<file path="src/rvv_vrf_cfg_pkg.sv">
/*
  Vector register file configuration
  Geometry of the 32-entry VRF and the row type shared by the
  register file, the load write-back collector and the debug slave
*/
package rvv_vrf_cfg_pkg;

  // Register geometry
  parameter int VLEN       = 128;
  parameter int VLENB      = VLEN / 8;
  parameter int VREG_NUM   = 32;
  parameter int VREG_IDX_W = $clog2(VREG_NUM);

  // Word view, matches the load beat and the APB data width
  parameter int WORD_W        = 32;
  parameter int WORD_B        = WORD_W / 8;
  parameter int WORDS_PER_ROW = VLEN / WORD_W;

  // One register row, seen flat, per byte or per 32-bit word
  typedef union packed {
    logic [VLEN-1:0]                       flat;
    logic [VLENB-1:0][7:0]                 bytes;
    logic [WORDS_PER_ROW-1:0][WORD_W-1:0]  words;
  } vrow_u;

endpackage

</file>
<file path="src/rvv_vrf_dbg_pkg.sv">
/*
  VRF debug address map
  Host view of the register file as 32-bit words behind APB
*/
package rvv_vrf_dbg_pkg;

  parameter int DBG_ADDR_W = 12;
  parameter int DBG_DATA_W = rvv_vrf_cfg_pkg::WORD_W;
  parameter int DBG_STRB_W = DBG_DATA_W / 8;

  // Byte address layout: [8:4] register, [3:2] word in row
  parameter int DBG_WSEL_LSB = 2;
  parameter int DBG_WSEL_W   = $clog2(rvv_vrf_cfg_pkg::WORDS_PER_ROW);
  parameter int DBG_IDX_LSB  = DBG_WSEL_LSB + DBG_WSEL_W;

  // First byte address past the last register
  parameter logic [DBG_ADDR_W-1:0] DBG_ADDR_LIMIT = 12'h200;

endpackage

</file>
<file path="src/rvv_vrf_dbg_apb.sv">
/*
  APB3 debug slave for the VRF
  Host word reads through the debug read port, word writes through
  the shared write port
*/
`timescale 1ns/1ps

module rvv_vrf_dbg_apb (
  input  logic clk,
  input  logic arst_n,

  input  logic                                     psel,
  input  logic                                     penable,
  input  logic                                     pwrite,
  input  logic [rvv_vrf_dbg_pkg::DBG_ADDR_W-1:0]   paddr,
  input  logic [rvv_vrf_dbg_pkg::DBG_DATA_W-1:0]   pwdata,
  input  logic [rvv_vrf_dbg_pkg::DBG_STRB_W-1:0]   pstrb,
  output logic [rvv_vrf_dbg_pkg::DBG_DATA_W-1:0]   prdata,
  output logic                                     pready,
  output logic                                     pslverr,

  output logic [rvv_vrf_cfg_pkg::VREG_IDX_W-1:0]   rd_index,
  input  rvv_vrf_cfg_pkg::vrow_u                  rd_data,

  output logic                                     req,
  output logic [rvv_vrf_cfg_pkg::VREG_IDX_W-1:0]   index,
  output rvv_vrf_cfg_pkg::vrow_u                  row,
  output logic [rvv_vrf_cfg_pkg::VLENB-1:0]        strobe,
  input  logic                                     gnt
);

  logic                                        setup;
  logic                                        access;
  logic [rvv_vrf_dbg_pkg::DBG_WSEL_W-1:0]      wsel;
  logic [rvv_vrf_dbg_pkg::DBG_WSEL_W-1:0]      wsel_q;
  logic [rvv_vrf_cfg_pkg::VREG_IDX_W-1:0]      idx_q;
  logic                                        wr_q;
  logic                                        err_q;

  assign setup  = psel & ~penable;
  assign access = psel & penable;
  assign wsel   = paddr[rvv_vrf_dbg_pkg::DBG_WSEL_LSB +: rvv_vrf_dbg_pkg::DBG_WSEL_W];

  // Decode in setup so the row is already on the read port in access
  always_ff @(posedge clk or negedge arst_n) begin
    if (!arst_n) begin
      wr_q  <= 1'b0;
      err_q <= 1'b0;
    end else if (setup) begin
      wr_q  <= pwrite;
      err_q <= (paddr >= rvv_vrf_dbg_pkg::DBG_ADDR_LIMIT);
    end
  end

  always_ff @(posedge clk) begin
    if (setup) begin
      idx_q  <= paddr[rvv_vrf_dbg_pkg::DBG_IDX_LSB +: rvv_vrf_cfg_pkg::VREG_IDX_W];
      wsel_q <= wsel;
      // One-word row, strobes only in the addressed word
      for (int w = 0; w < rvv_vrf_cfg_pkg::WORDS_PER_ROW; w++) begin
        row.words[w] <= (wsel == w) ? pwdata : '0;
        strobe[w*rvv_vrf_cfg_pkg::WORD_B +: rvv_vrf_cfg_pkg::WORD_B] <=
          (wsel == w) ? pstrb : '0;
      end
    end
  end

  assign rd_index = idx_q;
  assign index    = idx_q;
  assign prdata   = rd_data.words[wsel_q];

  // Reads and errors finish in the first access cycle, writes on grant
  assign req     = access & wr_q & ~err_q;
  assign pready  = access & (~wr_q | err_q | gnt);
  assign pslverr = access & err_q;

endmodule

</file>
<file path="config.mk">
export PLATFORM = sky130hd
export DESIGN_NAME = rvv_vrf_dbg_apb
export DESIGN_NICKNAME = d
export VERILOG_FILES = /design/src/rvv_vrf_cfg_pkg.sv /design/src/rvv_vrf_dbg_pkg.sv /design/src/rvv_vrf_dbg_apb.sv
export SDC_FILE = /design/constraint.sdc
export NUM_CORES = 1
export LEC_CHECK = 0
export BUFFER_PORTS_ARGS = -buffer_cell sky130_fd_sc_hd__buf_2
export CAP_MARGIN = 20
export CORE_AREA = 2 2 144 146
export DETAILED_ROUTE_END_ITERATION = 8
export DIE_AREA = 0 0 146 148
export PLACE_DENSITY = 0.6
export SLEW_MARGIN = 30
export SYNTH_ARGS = -nofsm -noshare
export SYNTH_HDL_FRONTEND = slang
export SYNTH_SLANG_ARGS = --single-unit
export TNS_END_PERCENT = 50
</file>
<file path="constraint.sdc">
create_clock -name clk -period 1.97 [get_ports clk]
set_clock_uncertainty 0.15 [all_clocks]
set_input_delay 0.394 -clock clk [delete_from_list [all_inputs] [get_ports clk]]
set_output_delay 0.394 -clock clk [all_outputs]
set_load 0.01 [all_outputs]
</file>
==> results.toml <==
[status]
outcome = "finished, violations left"
violations = "setup timing"

[final_layout]
syn_to_final_growth_pct = 46.7
seq_area_um2 = 4580
multiInputGateArea_um2 = 1730
drive_above_1_share_pct = 59.2
fin_nets = 949
fillCellCount = 1847
final_cells = 1052

[timing]
fin_ws_ns = -0.342
fmax_ghz = 0.433
rsz0062_at_grt = "yes"
final_hold_viol_count = 0
setup_viol = 32
finalMaxSlewViolations = 0
slew_headroom_pct = 81.1
period_share_pct = 117
min_period_ns = 2.31
tightest_slew_ns = 0.284

[route]
dr.pass1.iters = 4
wl_per_cell_um = 19.6
vias_per_cell = 4.52
ant_nets = 0
route.detailed.drc = 0
drt-initial-drc-count = 155
drt-total-wl_mm = 20.7
vias = 4752

[setup_path]
r2r_cells = 1
rrSetupSlack_ns = 1.04
cp-end-kind = "primary output"
startpoint_type = "flop"
r2r-end = "err_q"
timing.rr.start = "err_q"
path_buf_inv = 3
worstPathMaxFanout = 18
critPathKind = "reg2out"
arrival_ns = 1.77
slowest_stage = "mux4_2"
slowest_delay_ns = 0.51
cpMostUsedCell = "buf_12"
crit_required_ns = 1.43
path_delay_family = "multiplexers"
crit_chain = "buf_12 > buf_12 > mux4_2 > buf_2"

[synth]
ys_warn_count = 0
synth_nets = 552
syn_inst = 370
ys_ff_latch = 153
ys_seq_area_share_pct = 70.6
postSynthAreaPerCell_um2 = 17.6
synth_cell_types = 20
synthesis.area_um2 = 6500

[clocking]
clk_latency_ns = 0.41
clk_pin_slew_ns = 0.06
clkSinkCount = 153
cts_max_path_buffers = 2
cts_root_buffer = "clkbuf_16"
cts_tree = "done"
h-tree-depth = 4
cts_made_buffers = 17

[power]
p_comb_share_pct = 14.6
seq_power_share_pct = 47.2
p_clk_share_pct = 38.2
ir_worst_vdd_uv = 639
leakage_nw = 3.93
switching_share_pct = 23.3
power_density_nw_per_um2 = 855
p_int_mw = 6.26
net-switching-power_mw = 1.90
total_power_mw = 8.15

[die]
rows = 52
core_area_um2 = 20000
start_util_pct = 32.4
die_w_um = 146
die-area_um2 = 21600
pin_count = 371
die_h_um = 148

[placed_design]
dp_cells = 1006
gp_congestion = 0.834
io_buffer_count = 368
hpwl_mm = 15.9

[min_path]
hp-class = "in2reg"
hold_depth = 2
hold_end = "wr_q"
hp-start = "pwrite"

[global_routing]
grt_pass1_vias = 4906
grt_pass1_wl_mm = 29.6
antenna_found_initial = 3
grt-ovfl-total = 0
track_usage_pct = 18.8
grt_max_degree = 51

[job]
cap_violations = 0
logic make-up (layout without fill, tap and decap cells):
kind of cell | Yosys count | after routing | share of synthesized area, %
DFF | 153 | 153 | 70.6
buffers and inverters | 29 | 439 | 2.98
muxes | 34 | 34 | 11.6
and+or+nand+nor | 154 | 154 | 14.9
other | 0 | 2 | 0
area by class of cell:
cell class / count / area share, %
clock inverters: 11 / 1.30
diodes: 2 / 0.0525
flip-flops and latches: 153 / 48.1
clock buffers: 21 / 4.62
well taps: 270 / 3.54
repair buffers: 407 / 24.3
multi-input cells: 188 / 18.1
timing repair:
item                                    4_1_cts  5_1_grt
endpoints found under the setup margin       32       32
resized for setup                             3        6
hold endpoints to repair                      7        0
setup buffers                                 2        4
hold buffers                                  6        0
stage by stage:
stage                     setup TNS (ns)  hold WS (ns)  worst slack [ns]  instance area (µm²)  util (%)
after CTS                         -10.64        0.0424            -0.385                 9460      47.2
after detailed placement               0        0.0309            0.0594                 8790      43.9
final                              -9.74        0.0639            -0.342                 9530      47.6
after floorplan                  -199.49       -0.0516             -1.44                 6500         -
after global placement                 0        0.0293            0.0644                 8790      43.9
after global routing              -11.67        0.0438            -0.408                 9530      47.6
flip-flops by register name (all words and copies together) (netlist names):
name    flops
err_q       1
index       5
row       128
strobe     16
wr_q        1
wsel_q      2
layer usage:
| layer | vias to the layer above | track usage [%] | routed length (µm) |
|---|---|---|---|
| met2 | 242 | 34.5 | 11000 |
| li1 | 2190 | - | - |
| met5 | - | 0 | 0 |
| met1 | 2299 | 19.9 | 7380 |
| met4 | 0 | 6.26 | 421 |
| met3 | 21 | 6.94 | 1810 |
layout by cell type, fill, tap and decap left out, types with 2 or more instances in the layout:
cell type,n
buf_2,360
edfxtp_1,151
and2_1,108
and3_1,37
mux4_2,30
buf_4,23
clkbuf_16,17
buf_6,9
buf_12,9
dlygate4sd3_1,6
clkbuf_1,4
clkinv_4,3
diode_2,2
nor3b_1,2
mux4_1,2
and2b_1,2
mux2_2,2
clkinv_2,2
clkinvlp_4,2
bufinv_16,2
dfrtp_1,2
worst max-delay path by stage:
stage / start / to / slack, ns / depth (start not counted)
3_5_place_dp: wsel_q[0] / prdata[21] / 0.06 / 4
3_3_place_gp: wsel_q[0] / prdata[0] / 0.06 / 4
6_report: wsel_q[0] / prdata[21] / -0.34 / 4
4_1_cts: wsel_q[0] / prdata[21] / -0.38 / 4
5_1_grt: wsel_q[0] / prdata[20] / -0.41 / 4
2_1_floorplan: psel / err_q / -1.44 / 2
cell usage after synthesis, drive strengths merged:
library cell  number  share of area (%)
or3                1              0.096
nand2              1              0.058
and3              37                3.6
nor3b              2               0.23
clkbuf            16                1.0
and2b              2               0.23
buf               13                2.0
nor2b              1              0.096
mux2               2               0.35
edfxtp           151                 70
dfrtp              2               0.77
and2             108                 10
nor2               2               0.23
mux4              32                 11
power by group through the flow:
stage                     Sequential (mW)  Clock, mW  Combinational [mW]
after global placement               3.91          0                1.14
after floorplan                      4.04          0               0.408
final                                3.85       3.11                1.19
after global routing                 3.87       3.29                1.27
after CTS                            3.85       3.18                1.18
after detailed placement             3.92          0                1.15
No activity file was read; power rests on OpenSTA's default activity.
