File: config.mk
export PLATFORM = sky130hd
export DESIGN_NAME = rvv_vrf_wr_arb
export DESIGN_NICKNAME = d
export VERILOG_FILES = /design/src/rvv_vrf_cfg_pkg.sv /design/src/rvv_vrf_wr_arb.sv
export SDC_FILE = /design/constraint.sdc
export NUM_CORES = 1
export LEC_CHECK = 0
export BUFFER_PORTS_ARGS = -buffer_cell sky130_fd_sc_hd__buf_2
export CORE_AREA = 2 2 175 177
export DETAILED_ROUTE_END_ITERATION = 8
export DIE_AREA = 0 0 177 179
export PLACE_DENSITY = 0.4
export SLEW_MARGIN = 15
export SYNTH_ARGS = -nofsm -noshare
export SYNTH_HDL_FRONTEND = slang
export SYNTH_SLANG_ARGS = --single-unit
File: constraint.sdc
create_clock -name clk -period 2.1 [get_ports clk]
set_input_delay 0.21 -clock clk [delete_from_list [all_inputs] [get_ports clk]]
set_output_delay 0.21 -clock clk [all_outputs]
set_load 0.01 [all_outputs]
File: src/rvv_vrf_cfg_pkg.sv
/*
  Vector register file configuration
  Geometry of the 32-entry VRF and the row type shared by the
  register file, the load write-back collector and the debug slave
*/
package rvv_vrf_cfg_pkg;

  // Register geometry
  parameter int VLEN       = 128;
  parameter int VLENB      = VLEN / 8;
  parameter int VREG_NUM   = 32;
  parameter int VREG_IDX_W = $clog2(VREG_NUM);

  // Word view, matches the load beat and the APB data width
  parameter int WORD_W        = 32;
  parameter int WORD_B        = WORD_W / 8;
  parameter int WORDS_PER_ROW = VLEN / WORD_W;

  // One register row, seen flat, per byte or per 32-bit word
  typedef union packed {
    logic [VLEN-1:0]                       flat;
    logic [VLENB-1:0][7:0]                 bytes;
    logic [WORDS_PER_ROW-1:0][WORD_W-1:0]  words;
  } vrow_u;

endpackage

File: src/rvv_vrf_wr_arb.sv
/*
  Shared write port arbiter
  Round-robin between the load write-back and the debug slave
*/
`timescale 1ns/1ps

module rvv_vrf_wr_arb (
  input  logic clk,
  input  logic arst_n,

  input  logic                                  ld_req,
  input  logic [rvv_vrf_cfg_pkg::VREG_IDX_W-1:0] ld_index,
  input  rvv_vrf_cfg_pkg::vrow_u                ld_row,
  input  logic [rvv_vrf_cfg_pkg::VLENB-1:0]      ld_strobe,

  input  logic                                  dbg_req,
  input  logic [rvv_vrf_cfg_pkg::VREG_IDX_W-1:0] dbg_index,
  input  rvv_vrf_cfg_pkg::vrow_u                dbg_row,
  input  logic [rvv_vrf_cfg_pkg::VLENB-1:0]      dbg_strobe,

  output logic ld_gnt,
  output logic dbg_gnt,

  output logic                                  sh_wr_valid,
  output logic [rvv_vrf_cfg_pkg::VREG_IDX_W-1:0] sh_wr_index,
  output rvv_vrf_cfg_pkg::vrow_u                sh_wr_data,
  output logic [rvv_vrf_cfg_pkg::VLENB-1:0]      sh_wr_strobe
);

  // Set when debug held the port last, so load wins the next tie
  logic last_dbg;

  assign ld_gnt  = ld_req & (~dbg_req | last_dbg);
  assign dbg_gnt = dbg_req & (~ld_req | ~last_dbg);

  always_ff @(posedge clk or negedge arst_n) begin
    if (!arst_n) begin
      last_dbg <= 1'b0;
    end else if (ld_gnt || dbg_gnt) begin
      last_dbg <= dbg_gnt;
    end
  end

  assign sh_wr_valid  = ld_gnt | dbg_gnt;
  assign sh_wr_index  = dbg_gnt ? dbg_index : ld_index;
  assign sh_wr_data   = dbg_gnt ? dbg_row : ld_row;
  assign sh_wr_strobe = dbg_gnt ? dbg_strobe : ld_strobe;

endmodule

==> impl_metrics.env, run 1 <==
export IMPL_outcome="finished clean"
export IMPL_clk_latency_ns=0
export IMPL_area_growth_pct=146
export IMPL_power_internal_mw=0.659
export IMPL_period_needed_ns=1.84
export IMPL_syn_avg_cell_area_um2=11.0
export IMPL_period_share=0.876
export IMPL_path_buf_inv=3
export IMPL_crit_fanout=36
export IMPL_drt_pre_antenna_iters=3
export IMPL_hold_violations=0
export IMPL_combPwrFrac=0.978
export IMPL_rsz0062_at_grt="no"
export IMPL_port_buffers=453
export IMPL_pwr_share_clk=0
export IMPL_tightest_slew_ns=0.264
export IMPL_io_pins=454
export IMPL_nNetsFinal=923
export IMPL_grt_pass1_vias=2951
export IMPL_grt_pass1_wl_mm=16.5
export IMPL_r2r_slack_ns=1.37
export IMPL_synth_nets=474
export IMPL_worst_path_largest_cell_delay_ns=0.39
export IMPL_synthXorXnorAreaFrac=0
export IMPL_whs_ns=0.487
export IMPL_grt_max_degree=43
export IMPL_fmax_ghz=0.543
export IMPL_final_util=0.155
export IMPL_finalSetupTns_ns=0
export IMPL_worstSetupEndpointType="output pin"
export IMPL_synth_compound_area_frac=0.00860
export IMPL_power_frac_seq=0.022
export IMPL_n_fill_cell=3474
export IMPL_wl_per_cell_um=12.8
export IMPL_regMostFlops="last_dbg"
export IMPL_p_total_mw=1.19
export IMPL_die_h_um=179
export IMPL_antenna_found_initial=4
export IMPL_gp_congestion=0.754
export IMPL_grt_overflow_total=0
export IMPL_path_class="register to output pin"
export IMPL_p_switching_mw=0.532
export IMPL_regArea_um2=25.0
export IMPL_ant_nets=0
export IMPL_finClkSkew_ns=0
export IMPL_synthSimpleGateAreaFrac=0.00993
export IMPL_path_clk_slew_ns=0
export IMPL_largest_reg_flops=1
export IMPL_path_cells="a21boi_4 > buf_12 > buf_12 > mux2_1 > buf_2"
export IMPL_placed_area_mm2=0.00464
export IMPL_design_area_mm2=0.00466
export IMPL_critical_path_startpoint_type="register"
export IMPL_multiInputGateArea_mm2=0.00172
export IMPL_core_mm2=0.0300
export IMPL_power_leakage_nw=2.47
export IMPL_syn_inst=172
export IMPL_required_ns=1.89
export IMPL_ys_types=11
export IMPL_setup_viol=0
export IMPL_muxShareOfSynthArea=0.887
export IMPL_initial_core_util=0.0630
export IMPL_critPathTopFamily="buffers and inverters"
export IMPL_die_area_mm2=0.0317
export IMPL_cp_arrival_ns=1.63
export IMPL_synth_seq_cells=1
export IMPL_cap_violations=0
export IMPL_finalMaxSlewViolations=0
export IMPL_drcViolationCount=0
export IMPL_yosys_area_share_adder=0
export IMPL_grt_use_total=0.0684
export IMPL_place_hpwl_mm=12.1
export IMPL_routed_wl_mm=13.0
export IMPL_rows=64
export IMPL_vdd_drop_max_uv=185
export IMPL_syn_area_mm2=0.00189
export IMPL_synth_top_family_by_area="multiplexers"
export IMPL_switching_share=0.446
export IMPL_ys_warn_count=0
export IMPL_hp_class="input pin to register"
export IMPL_reg_top3="last_dbg x1"
export IMPL_fp_dieW_um=177
export IMPL_power_density_mw_per_mm2=256
export IMPL_post_cts_setup_buffer_count=0
export IMPL_slew_headroom=0.824
export IMPL_routed_via_density=3.16
export IMPL_critPathMostFrequentCell="buf_12"
export IMPL_vias=3212
export IMPL_cp_slowest_cell="dfrtp_1"
export IMPL_ys_seq_area_frac=0.0132
export IMPL_drive_gt1_frac=0.830
export IMPL_drt_iter0_drc=24
-- cell usage after synthesis --
cell	instances	area, um^2
a21boi_2	1	11.3
and2_1	1	6.26
buf_2	5	25.0
buf_6	11	124
dfrtp_1	1	25.0
inv_1	1	3.75
mux2_1	99	1110
mux2_2	50	563
nand2b_1	1	6.26
o21ai_0	1	5.00
or2_2	1	6.26
-- worst reg2reg max path: stages (launching register included) --
cell      delay [ns]
dfrtp_1         0.38
nand2b_1        0.14
o21ai_0         0.08
-- kinds of logic (layout without fill, tap and decap cells) --
kind of cell | after synthesis | after routing
AOI/OAI and AO/OA | 2 | 2
buffers and inverters | 17 | 464
DFF | 1 | 1
muxes | 149 | 149
other | 0 | 3
and+or+nand+nor | 3 | 3
-- layout by cell type (no fill, tap or decap) --
master / n
nand2b_1: 1
mux2_2: 50
buf_2: 453
or2_2: 1
mux2_1: 99
o21ai_0: 1
dlygate4sd3_1: 1
a21boi_4: 1
inv_1: 1
and2_1: 1
buf_4: 4
diode_2: 3
dfrtp_1: 1
buf_12: 5
-- timing repair --
action                                 4_1_cts  5_1_grt
endpoints found under the hold margin        1        0
hold buffers                                 1        0
gates resized for setup                      0        0
-- worst paths after layout --
| kind | start | end | cells after the start |
|---|---|---|---|
| worst max register to register | last_dbg$_DFFE_PN0P_ | last_dbg$_DFFE_PN0P_ | 2 |
| worst min-delay path | dbg_req | last_dbg$_DFFE_PN0P_ | 3 |
| min in group asynchronous | arst_n | last_dbg$_DFFE_PN0P_ | 2 |
| worst max-delay path | last_dbg$_DFFE_PN0P_ | sh_wr_data[64] | 5 |
| worst min register to register | last_dbg$_DFFE_PN0P_ | last_dbg$_DFFE_PN0P_ | 2 |
| max in group asynchronous | arst_n | last_dbg$_DFFE_PN0P_ | 2 |
-- per-stage QoR --
step,std cells,setup slack (ns)
5_1_grt,1016,0.175
2_1_floorplan,172,0.594
6_report,1018,0.259
3_5_place_dp,1014,0.251
4_1_cts,1015,0.248
3_3_place_gp,1014,0.281
-- layer usage --
metal	vias to the layer above	global-route usage	routed length, um
met3	2	0.0208	1690
met5	-	0	16
met4	2	0	0
met2	263	0.137	6630
met1	1393	0.0742	4690
li1	1552	-	-
-- layout make-up --
class,count,share of cell area
Antenna cell,3,0.00161
Inverter,1,0.000806
Multi-Input combinational cell,154,0.369
Sequential cell,1,0.00537
Tap cell,396,0.106
Timing Repair Buffer,463,0.517
-- power by group through the flow --
stage | logic (mW) | clock network [mW] | registers (mW)
2_1_floorplan | 0.565 | 0 | 0.0245
3_3_place_gp | 1.18 | 0 | 0.0258
5_1_grt | 1.27 | 0.0000000636 | 0.0264
4_1_cts | 1.19 | 0 | 0.0260
6_report | 1.16 | 0.000000191 | 0.0259
3_5_place_dp | 1.18 | 0 | 0.0260
Power figures use the tool's default switching activity.
==> run 2: changes to the inputs <==
--- a/config.mk
+++ b/config.mk
@@ -9,6 +9,7 @@
 export CORE_AREA = 2 2 175 177
 export DETAILED_ROUTE_END_ITERATION = 8
 export DIE_AREA = 0 0 177 179
+export GPL_TIMING_DRIVEN = 0
 export PLACE_DENSITY = 0.4
 export SLEW_MARGIN = 15
 export SYNTH_ARGS = -nofsm -noshare
==> run 2 against run 1 <==
Sequential share of layout area hardly changed; register-to-register slack about the same; cell count rose by 0.49%; routed wire length up 6.1%; sequential cell count unchanged; sequential power about the same; global-route usage rose by 0.44 points.
==> impl_metrics.env, run 2 (same netlist as run 1, synthesis figures left out) <==
export IMPL_outcome="finished clean"
export IMPL_port_buffers=453
export IMPL_layout_commonest_cell="buf_2"
export IMPL_fp_dieW_um=177
export IMPL_wl_per_cell_um=13.5
export IMPL_place_ws_ns=0.0155
export IMPL_required_ns=1.89
export IMPL_drcViolationCount=0
export IMPL_largest_reg_flops=1
export IMPL_finalMaxSlewViolations=0
export IMPL_vdd_drop_max_uv=132
export IMPL_gp_congestion=0.751
export IMPL_worst_slack_ns=0.207
export IMPL_path_class="register to output pin"
export IMPL_critical_path_startpoint_type="register"
export IMPL_period_needed_ns=1.89
export IMPL_finClkSkew_ns=0
export IMPL_grt_overflow_total=0
export IMPL_drive_gt1_frac=0.832
export IMPL_worst_path_largest_cell_delay_ns=0.40
export IMPL_grt_max_degree=11
export IMPL_place_hpwl_mm=12.7
export IMPL_die_h_um=179
export IMPL_p_total_mw=1.21
export IMPL_placed_area_mm2=0.00465
export IMPL_drt_pre_antenna_iters=4
export IMPL_rsz0062_at_grt="no"
export IMPL_area_growth_pct=147
export IMPL_multiInputGateArea_mm2=0.00172
export IMPL_final_util=0.156
export IMPL_io_pins=454
export IMPL_p_switching_mw=0.555
export IMPL_worstSetupEndpointType="output pin"
export IMPL_clk_latency_ns=0
export IMPL_regMostFlops="last_dbg"
export IMPL_grt_use_total=0.0728
export IMPL_crit_fanout=10
export IMPL_rows=64
export IMPL_routed_via_density=3.16
export IMPL_path_cells="a21boi_4 > buf_6 > buf_6 > mux2_1 > buf_2"
export IMPL_power_leakage_nw=2.50
export IMPL_finalSetupTns_ns=0
export IMPL_routed_wl_mm=13.8
export IMPL_switching_share=0.457
export IMPL_cp_arrival_ns=1.68
export IMPL_grt_pass1_vias=3002
export IMPL_hp_class="input pin to register"
export IMPL_grt_pass1_wl_mm=17.3
export IMPL_nNetsFinal=930
export IMPL_fin_cells=1023
export IMPL_pwr_share_clk=0
export IMPL_period_share=0.902
export IMPL_whs_ns=0.489
export IMPL_r2r_slack_ns=1.36
export IMPL_die_area_mm2=0.0317
export IMPL_power_density_mw_per_mm2=260
export IMPL_reg_top3="last_dbg x1"
export IMPL_initial_core_util=0.0630
export IMPL_power_frac_seq=0.022
export IMPL_tightest_slew_ns=0.244
export IMPL_setup_viol=0
export IMPL_vias=3235
export IMPL_antenna_found_initial=1
export IMPL_drt_iter0_drc=39
export IMPL_place_inst=1021
export IMPL_combPwrFrac=0.978
export IMPL_slew_headroom=0.837
export IMPL_design_area_mm2=0.00467
export IMPL_critPathMostFrequentCell="buf_6"
export IMPL_fmax_ghz=0.528
export IMPL_core_mm2=0.0300
export IMPL_final_cell_mix="458 x buf_2, 99 x mux2_1, 50 x mux2_2"
export IMPL_power_internal_mw=0.659
export IMPL_cp_slowest_cell="dfrtp_1"
export IMPL_path_clk_slew_ns=0
export IMPL_cap_violations=0
export IMPL_n_fill_cell=3454
export IMPL_regArea_um2=25.0
export IMPL_hold_violations=0
export IMPL_ant_nets=0
run 2: cell count changes in the layout (fill, tap and decap cells not counted), sizes merged:
cell / before / now
buf: 462 / 469
diode: 3 / 1
run 2: final cells by class:
cell class,count,share of cell area
diodes,1,0.000535
flip-flops and latches,1,0.00535
inverters,1,0.000803
repair buffers,454,0.487
multi-input cells,154,0.368
plain buffers,16,0.0319
well taps,396,0.106
run 2: critical path, delay by kind of cell, from the launching register on:
kind	cells	cell delay (ns)
multiplexers	1	0.37
flip-flops	1	0.40
buffers and inverters	3	0.65
AO/OA/AOI/OAI	1	0.26
run 2: power by group through the flow:
stage                       Clock (mW)  Combinational, mW  Sequential [mW]
final                     0.0000000637               1.19           0.0262
after global routing      0.0000000637               1.29           0.0266
after CTS                            0               1.21           0.0250
after detailed placement             0               1.20           0.0250
after global placement               0               1.20           0.0247
after floorplan                      0              0.565           0.0245
run 2: per-layer routing:
metal | GRT usage | share of wire | up-vias
li1 | - | - | 1562
met1 | 0.0837 | 0.38 | 1412
met2 | 0.148 | 0.52 | 259
met3 | 0.00848 | 0.096 | 2
met4 | 0.00379 | 0.0059 | 0
met5 | 0 | 0 | -
run 2: worst paths after layout:
check,depth (start not counted),start,to
setup / recovery,5,last_dbg$_DFFE_PN0P_,sh_wr_data[86]
hold / removal,3,dbg_req,last_dbg$_DFFE_PN0P_
setup reg to reg,2,last_dbg$_DFFE_PN0P_,last_dbg$_DFFE_PN0P_
hold reg to reg,2,last_dbg$_DFFE_PN0P_,last_dbg$_DFFE_PN0P_
max in group asynchronous,2,arst_n,last_dbg$_DFFE_PN0P_
min in group asynchronous,2,arst_n,last_dbg$_DFFE_PN0P_
run 2: repair_timing:
item / 4_1_cts / 5_1_grt
setup buffers: 0 / 0
resized for setup: 0 / 1
setup endpoints to repair: 0 / 1
hold endpoints to repair: 1 / 0
hold buffers: 1 / 0
