File: src/rvv_vrf_cfg_pkg.sv
/*
  Vector register file configuration
  Geometry of the 32-entry VRF and the row type shared by the
  register file, the load write-back collector and the debug slave
*/
package rvv_vrf_cfg_pkg;

  // Register geometry
  parameter int VLEN       = 128;
  parameter int VLENB      = VLEN / 8;
  parameter int VREG_NUM   = 32;
  parameter int VREG_IDX_W = $clog2(VREG_NUM);

  // Word view, matches the load beat and the APB data width
  parameter int WORD_W        = 32;
  parameter int WORD_B        = WORD_W / 8;
  parameter int WORDS_PER_ROW = VLEN / WORD_W;

  // One register row, seen flat, per byte or per 32-bit word
  typedef union packed {
    logic [VLEN-1:0]                       flat;
    logic [VLENB-1:0][7:0]                 bytes;
    logic [WORDS_PER_ROW-1:0][WORD_W-1:0]  words;
  } vrow_u;

endpackage

File: src/rvv_vld_wb.sv
/*
  Vector load write-back collector
  Packs 32-bit load beats into one register row and writes it
  through the shared VRF port
*/
`timescale 1ns/1ps

module rvv_vld_wb (
  input  logic clk,
  input  logic arst_n,

  input  logic                                  ld_valid,
  input  logic [rvv_vrf_cfg_pkg::VREG_IDX_W-1:0] ld_index,
  input  logic [rvv_vrf_cfg_pkg::WORD_W-1:0]     ld_data,
  input  logic                                  ld_last,
  output logic                                  ld_ready,

  output logic                                  req,
  output logic [rvv_vrf_cfg_pkg::VREG_IDX_W-1:0] index,
  output rvv_vrf_cfg_pkg::vrow_u                row,
  output logic [rvv_vrf_cfg_pkg::VLENB-1:0]      strobe,
  input  logic                                  gnt
);

  localparam int CNT_W = $clog2(rvv_vrf_cfg_pkg::WORDS_PER_ROW);
  localparam logic [CNT_W-1:0] LAST_WORD = CNT_W'(rvv_vrf_cfg_pkg::WORDS_PER_ROW - 1);

  logic [CNT_W-1:0]                           cnt;
  logic [rvv_vrf_cfg_pkg::WORDS_PER_ROW-1:0] wvld;
  logic                                       beat;

  // No new beats while the row waits for the port
  assign ld_ready = ~req;
  assign beat     = ld_valid & ld_ready;

  always_ff @(posedge clk or negedge arst_n) begin
    if (!arst_n) begin
      cnt  <= '0;
      wvld <= '0;
      req  <= 1'b0;
    end else if (req && gnt) begin
      req  <= 1'b0;
      wvld <= '0;
    end else if (beat) begin
      wvld[cnt] <= 1'b1;
      if (ld_last || cnt == LAST_WORD) begin
        req <= 1'b1;
        cnt <= '0;
      end else begin
        cnt <= cnt + 1'b1;
      end
    end
  end

  // Row payload, index taken from the first beat
  always_ff @(posedge clk) begin
    if (beat) begin
      row.words[cnt] <= ld_data;
      if (cnt == '0) begin
        index <= ld_index;
      end
    end
  end

  always_comb begin
    for (int w = 0; w < rvv_vrf_cfg_pkg::WORDS_PER_ROW; w++) begin
      strobe[w*rvv_vrf_cfg_pkg::WORD_B +: rvv_vrf_cfg_pkg::WORD_B] =
        {rvv_vrf_cfg_pkg::WORD_B{wvld[w]}};
    end
  end

endmodule

File: config.mk
export PLATFORM = sky130hd
export DESIGN_NAME = rvv_vld_wb
export DESIGN_NICKNAME = d
export VERILOG_FILES = /design/src/rvv_vrf_cfg_pkg.sv /design/src/rvv_vld_wb.sv
export SDC_FILE = /design/constraint.sdc
export NUM_CORES = 1
export LEC_CHECK = 0
export BUFFER_PORTS_ARGS = -buffer_cell sky130_fd_sc_hd__buf_4
export CAP_MARGIN = 20
export CORE_MARGIN = 3
export CORE_UTILIZATION = 47
export DETAILED_ROUTE_END_ITERATION = 8
export PLACE_DENSITY = 0.76
export SYNTH_ARGS = -nofsm -noshare
export SYNTH_HDL_FRONTEND = slang
export SYNTH_SLANG_ARGS = --single-unit
File: constraint.sdc
create_clock -name clk -period 2.4 [get_ports clk]
set_input_delay 0.24 -clock clk [delete_from_list [all_inputs] [get_ports clk]]
set_output_delay 0.24 -clock clk [all_outputs]
set_load 0.1 [all_outputs]
==> run_results.csv, run 1 <==
group,metric,value,unit
synthesis,yosysSeqAreaShare,93.1,%
routing,wire_per_inst,18.4,um
synthesis,synth_top_area_cell,"edfxtp_1",
worst_setup_path,critical_path_class,"reg -> reg",
timing,final_hold_viol_count,0,
placement,post-dp-hpwl,6.83,mm
worst_setup_path,path_delay_family,"simple AND/OR/NAND/NOR gates",
synthesis,synth_compound_gate_area_share,1.28,%
clock_network,clk_latency,0.50,ns
run,drv_cap,0,
cells_and_area,final_layout_size_suffix_gt1_share,54.6,%
worst_setup_path,cp.required,2.60,ns
grt,grt_util_met1,22.3,%
timing,skew,0.00469,ns
timing,rsz0062_at_grt,"false",
timing,fin_crit,1.79,ns
grt,grt_pass1_vias,2764,
routing,drc,0,
clock_network,numCtsBuffers,17,
synthesis,synth-simple-area-share,1.26,%
timing,slew_viol_final,0,
timing,fmax,558,MHz
synthesis,synthMuxAreaShare,0.726,%
worst_setup_path,critPathMaxFanout,17,
grt,met2_usage,33.4,%
worst_setup_path,worst_setup_path_end_kind,"register",
power,peakVddDrop,1.72,mV
grt,grt_max_degree,27,
grt,grt-ovfl-total,0,
placement,io_buffers,192,
routing,dr.pass1.iters,4,
worst_setup_path,cp_cell_sequence,"and2b_2 > and2_2 > buf_12",
synthesis,netlist_area,4480,um2
outcome,outcome,"finished clean",
synthesis,synth_xor_area_share,0,%
routing,vias_per_cell,4.66,
cells_and_area,diodes,0,
floorplan,core,8980,um2
routing,vias,2599,
grt,antenna_found_initial,0,
synthesis,yosysWarnings,0,
power,p_leak,2.81,nW
clock_network,cts_setup_buffers,0,
clock_network,h-tree-depth,4,
worst_setup_path,cpMaxStageDelayCell,"and2_2",
power,power_density,1200,nW/um2
clock_network,cts.sinks,140,
timing,worst_slew_pin_slew,0.478,ns
timing,timing.final.ws_setup,0.609,ns
clock_network,cts_tree,"yes",
timing,fin_hold_ws,0.0579,ns
floorplan,fp.dieArea,10700,um2
timing,fin_setup_tns,0,ns
placement,place.gp.congestion,0.721,
floorplan,die_h,104,um
grt,busiest_layer,"met2",
hold_path,hold_class,"in -> reg",
routing,ant_nets,0,
timing,setup_viol,0,
synthesis,ys_types,18,
worst_setup_path,cp_num_buf_inv,1,
synthesis,synth_seq_cells,140,
worst_setup_path,crit_path_max_incr_delay,0.48,ns
floorplan,num_io_pins,193,
grt,grtUsageMet3,6.59,%
worst_setup_path,cp-start-kind,"register",
routing,drtIter0Drc,119,
floorplan,rows,34,
synthesis,syn-num-nets,224,
routing,totalWireLength,10.3,mm
cells_and_area,utilization,78.4,%
synthesis,synth_area_leaders,"edfxtp_1 (89%), dfrtp_1 (3.9%), buf_4 (2.0%)",
timing,slew_headroom,68.1,%
clock_network,root_buffer,"clkbuf_8",
grt,grt_pass1_wl,15.8,mm
floorplan,die_x,104,um
worst_setup_path,cp.arrival,2.00,ns
synthesis,synthAdderAreaFrac,1.12,%
placement,preCtsSetupSlack,0.625,ns
cells_and_area,final_nets,465,
cells_and_area,syn_to_final_growth,57.2,%
synthesis,yosysTopAreaCellShare,89.2,%
synthesis,synthesis.instances,178,
synthesis,synth_top_family_by_area,"buffers and inverters",
clock_network,cts_buffer_depth,2,
power,power,8.48,mW
timing,fin_crit_sh,74.6,%
synthesis,synth_area_per_cell,25.2,um2
clock_network,path_clk_slew,0.06,ns
floorplan,start_util,49.9,%
grt,grt_use_total,19.5,%
final timing paths:
kind	endpoint	startpoint	slack [ns]	depth (start not counted)
setup / recovery	row[126]	req	0.61	3
hold / removal	cnt[0]	ld_last	0.06	3
setup reg to reg	row[126]	req	0.61	3
hold reg to reg	wvld[3]	req	0.57	1
max in group asynchronous	wvld[2]	arst_n	2.18	2
min in group asynchronous	cnt[1]	arst_n	0.09	2
cell families after synthesis:
logic type	after synthesis
compound gates	7
fa+ha+maj	4
buf+inv	18
flops	140
mux	2
simple gates	7
power by group:
part / internal, mW / switching [mW] / leakage, nW
clock: 1.58 / 0.955 / 0.276
combinational: 0.518 / 2.38 / 1.23
sequential: 2.93 / 0.118 / 1.30
cell usage after synthesis (all sizes together):
library cell  number
o21ai              1
inv                5
clkbuf             1
o22ai              2
dfrtp              7
and2b              1
nand2              1
and2               4
a22o               3
mux2i              2
buf               12
ha                 4
a21oi              1
or4b               1
edfxtp           133
repair_timing:
item / 4_1_cts / 5_1_grt
gates resized for setup: 0 / 0
hold buffers: 39 / 0
endpoints found under the hold margin: 142 / 0
worst min-delay path: cells and delay by family:
family / cells / cell delay (ns)
and+or+nand+nor: 1 / 0.13
buffers and inverters: 1 / 0.08
muxes: 1 / 0.06
layout make-up:
cell class	count	area (um2)
clock buffer	17	414
sequential	140	4170
fill	479	1940
tap	126	158
multi-input combinational	20	196
timing repair buffer	235	1910
clock inverter	15	173
inverter	5	18.8
routing by layer:
metal / part of all wire [%] / routed length, um / vias to the layer above
met1: 38 / 3850 / 1267
li1: - / - / 1171
met4: 2.6 / 271 / 0
met3: 7.1 / 724 / 22
met2: 53 / 5420 / 139
met5: 0 / 0 / -
sequential cells by signal, indices dropped and copies added (netlist names):
| signal | cells |
|---|---|
| wvld | 4 |
| row | 128 |
| index | 5 |
| req | 1 |
| cnt | 2 |
layout by cell type, fill, tap and decap left out, drive strengths merged:
master,n
or4b,1
bufinv,3
clkinv,6
inv,7
a21oi,1
and2b,1
edfxtp,133
and2,4
o21ai,1
clkbuf,17
clkinvlp,4
o22ai,2
buf,196
dfrtp,7
mux2i,2
nand2,1
dlygate4sd3,39
a22o,3
ha,4
stage by stage:
step                cell area [um2]  cells
floorplan                      4480    178
detailed placement             6060    487
global placement               6060    487
global route                   7040    558
CTS                            7040    558
finish                         7040    558
No activity file was read; power rests on OpenSTA's default activity.
==> run 2: changes to the inputs <==
ABC_AREA = 1   (was not set)
clock period = 1.66 ns   (was 2.4 ns; I/O delays follow)
==> run 2 against run 1 <==
  * Die area is 0.18% higher
  * Non-clock buffer count is 4 higher
  * Design area is 2.1% higher
  * Clock power is 57% higher
  * Core utilization is 0.67 points lower
  * Combinational power is 53% higher
  * Register-to-register slack worse by 0.39 ns
  * Sequential share of layout area is 1.1 points lower
  * Critical path depth is 1 lower
  * Largest cell class unchanged
==> run_results.csv, run 2 <==
group,metric,value,unit
outcome,outcome,"finished clean",
synthesis,yosysSeqAreaShare,92.9,%
floorplan,fp.dieArea,10800,um2
grt,grt_max_degree,33,
power,seqPwrFrac,34.8,%
cells_and_area,final_cells,585,
run,drv_cap,0,
power,power_density,1790,nW/um2
synthesis,synth_area_leaders,"edfxtp_1 (89%), dfrtp_1 (3.9%), buf_4 (2.2%)",
hold_path,hold_class,"in -> reg",
routing,ant_nets,0,
worst_setup_path,reg2reg_depth,4,
synthesis,synth_top_area_cell,"edfxtp_1",
worst_setup_path,crit_path_max_incr_delay,0.53,ns
placement,place.gp.congestion,0.798,
placement,dp.cells,512,
routing,wire_per_inst,17.3,um
timing,setup_viol,0,
clock_network,cts_tree,"yes",
synthesis,ys.flop_type,"edfxtp_1",
synthesis,yosysWarnings,0,
cells_and_area,diodes,0,
cells_and_area,register_area,4170,um2
routing,totalWireLength,10.1,mm
synthesis,synth-simple-area-share,2.68,%
cells_and_area,stdcell_area,7190,um2
power,peakVddDrop,2.05,mV
synthesis,synth_area_per_cell,22.7,um2
timing,slew_viol_final,0,
clock_network,cts_setup_buffers,0,
timing,fin_crit,1.54,ns
timing,final_hold_viol_count,0,
synthesis,async_flop_share,5.00,%
synthesis,yosysMostFrequentCell,"edfxtp_1",
worst_setup_path,path_delay_family,"flip-flops",
clock_network,cts.sinks,140,
clock_network,numCtsBuffers,17,
hold_path,whs_endpoint,"cnt[1]",
power,clkPwrFrac,30.9,%
cells_and_area,final_common_cell,"buf_4",
timing,rsz0062_at_grt,"false",
synthesis,synth_edf_count,133,
worst_setup_path,worst_setup_path_end_kind,"primary output",
routing,drtIter0Drc,98,
worst_setup_path,critPathMaxFanout,4,
cells_and_area,utilization,77.8,%
clock_network,h-tree-depth,4,
floorplan,start_util,48.6,%
cells_and_area,syn_to_final_growth,60.1,%
power,pwr-share-comb,34.3,%
placement,io_buffers,192,
floorplan,num_io_pins,193,
placement,preCtsSetupSlack,0.238,ns
synthesis,ys_types,13,
synthesis,synth_common_cells,"edfxtp_1 (133), buf_4 (13), nand2_1 (12), inv_1 (10), nand3_1 (8)",
power,intPower,7.69,mW
synthesis,synth_xor_area_share,0,%
cells_and_area,fill_cells,514,
power,p_leak,2.90,nW
cells_and_area,final_nets,489,
hold_path,hold_path_depth,4,
grt,grt_use_total,19.4,%
routing,drc,0,
timing,slew_headroom,75.5,%
placement,post-dp-hpwl,6.82,mm
timing,timing.final.ws_setup,0.119,ns
worst_setup_path,critical_path_class,"reg -> out",
grt,grt_pass1_wl,15.8,mm
worst_setup_path,timing.rr.start,"req",
routing,vias,2674,
synthesis,netlist_area,4490,um2
clock_network,root_buffer,"clkbuf_8",
worst_setup_path,cp.required,1.49,ns
synthesis,synthAdderAreaFrac,1.12,%
synthesis,yosysTopAreaCellShare,89.0,%
cells_and_area,multi_input_area,215,um2
cells_and_area,layout_common_cells,"buf_4 (194), edfxtp_1 (133), dlygate4sd3_1 (41)",
placement,place_area,6140,um2
timing,fin_hold_ws,0.0804,ns
timing,fmax,649,MHz
floorplan,die_h,104,um
synthesis,synthMuxAreaShare,0,%
timing,skew,0.00746,ns
floorplan,die_x,104,um
timing,fin_setup_tns,0,ns
worst_setup_path,reg2reg_slack,0.22,ns
power,power.switching,5.18,mW
cells_and_area,largest_reg_flops,128,
floorplan,core,9240,um2
grt,antenna_found_initial,0,
worst_setup_path,cp_cell_sequence,"inv_12 > buf_4",
worst_setup_path,rr_endpoint,"row[19]",
synthesis,synth_compound_gate_area_share,0.223,%
synthesis,synth_seq_cells,140,
worst_setup_path,cpMaxStageDelayCell,"dfrtp_4",
routing,dr.pass1.iters,4,
clock_network,path_clk_slew,0.06,ns
synthesis,synth_top_family_by_area,"buffers and inverters",
floorplan,rows,35,
clock_network,cts_buffer_depth,2,
cells_and_area,final_layout_size_suffix_gt1_share,51.5,%
grt,grt_pass1_vias,2855,
power,power,12.9,mW
clock_network,clk_latency,0.49,ns
synthesis,synthesis.instances,198,
hold_path,min_from,"ld_valid",
timing,worst_slew_pin_slew,0.367,ns
worst_setup_path,cp.arrival,1.37,ns
timing,fin_crit_sh,92.8,%
power,swShare,40.2,%
worst_setup_path,cp-start-kind,"register",
worst_setup_path,cp.depth,2,
worst_setup_path,cp_num_buf_inv,2,
synthesis,syn-num-nets,244,
routing,vias_per_cell,4.57,
grt,grt-ovfl-total,0,
==> run 2: routing by layer <==
metal | vias up | global-route usage, % | part of all wire, %
met5 | - | 0 | 0
met4 | 0 | 7.22 | 1.9
met3 | 16 | 6.67 | 6.1
li1 | 1226 | - | -
met1 | 1290 | 22.0 | 39
met2 | 142 | 34.1 | 53
==> run 2: worst max path at each step <==
| stage | to | from | slack, ns |
|---|---|---|---|
| finish | ld_ready | req | 0.12 |
| global route | ld_ready | req | 0.08 |
| CTS | ld_ready | req | 0.09 |
| detailed placement | row[1] | req | 0.24 |
| global placement | row[29] | req | 0.28 |
| floorplan | index[0] | req | -0.35 |
==> run 2: worst min-delay path: stages <==
cell     delay [ns]
buf_4          0.10
nand2_4        0.12
nand2_1        0.09
nand2_1        0.05
==> run 2: logic make-up (layout without fill, tap and decap cells) <==
group	count (synthesis)	after routing
AO/OA/AOI/OAI	2	2
adder cells (fa/ha/maj)	4	4
buffers and inverters	24	282
flip-flops	140	140
AND/OR/NAND/NOR	28	28
==> run 2: power by group through the flow <==
stage	Sequential (mW)	Clock (mW)	Combinational (mW)
final	4.49	3.98	4.41
after global placement	4.55	0	4.32
after CTS	4.49	4.04	4.43
after floorplan	6.74	0	1.34
after detailed placement	4.56	0	4.34
after global routing	4.52	4.22	4.53
==> run 2: cell type report <==
cell class | count | share of cell area (%)
sequential | 140 | 58.1
timing repair buffer | 239 | 27.1
clock buffer | 19 | 5.87
multi-input combinational | 34 | 2.99
clock inverter | 13 | 2.98
tap | 129 | 2.25
inverter | 11 | 0.749
==> run 2: repair_timing <==
action                    in CTS  in global routing
hold endpoints to repair     143                  0
hold buffers                  41                  0
resized for setup              0                  0
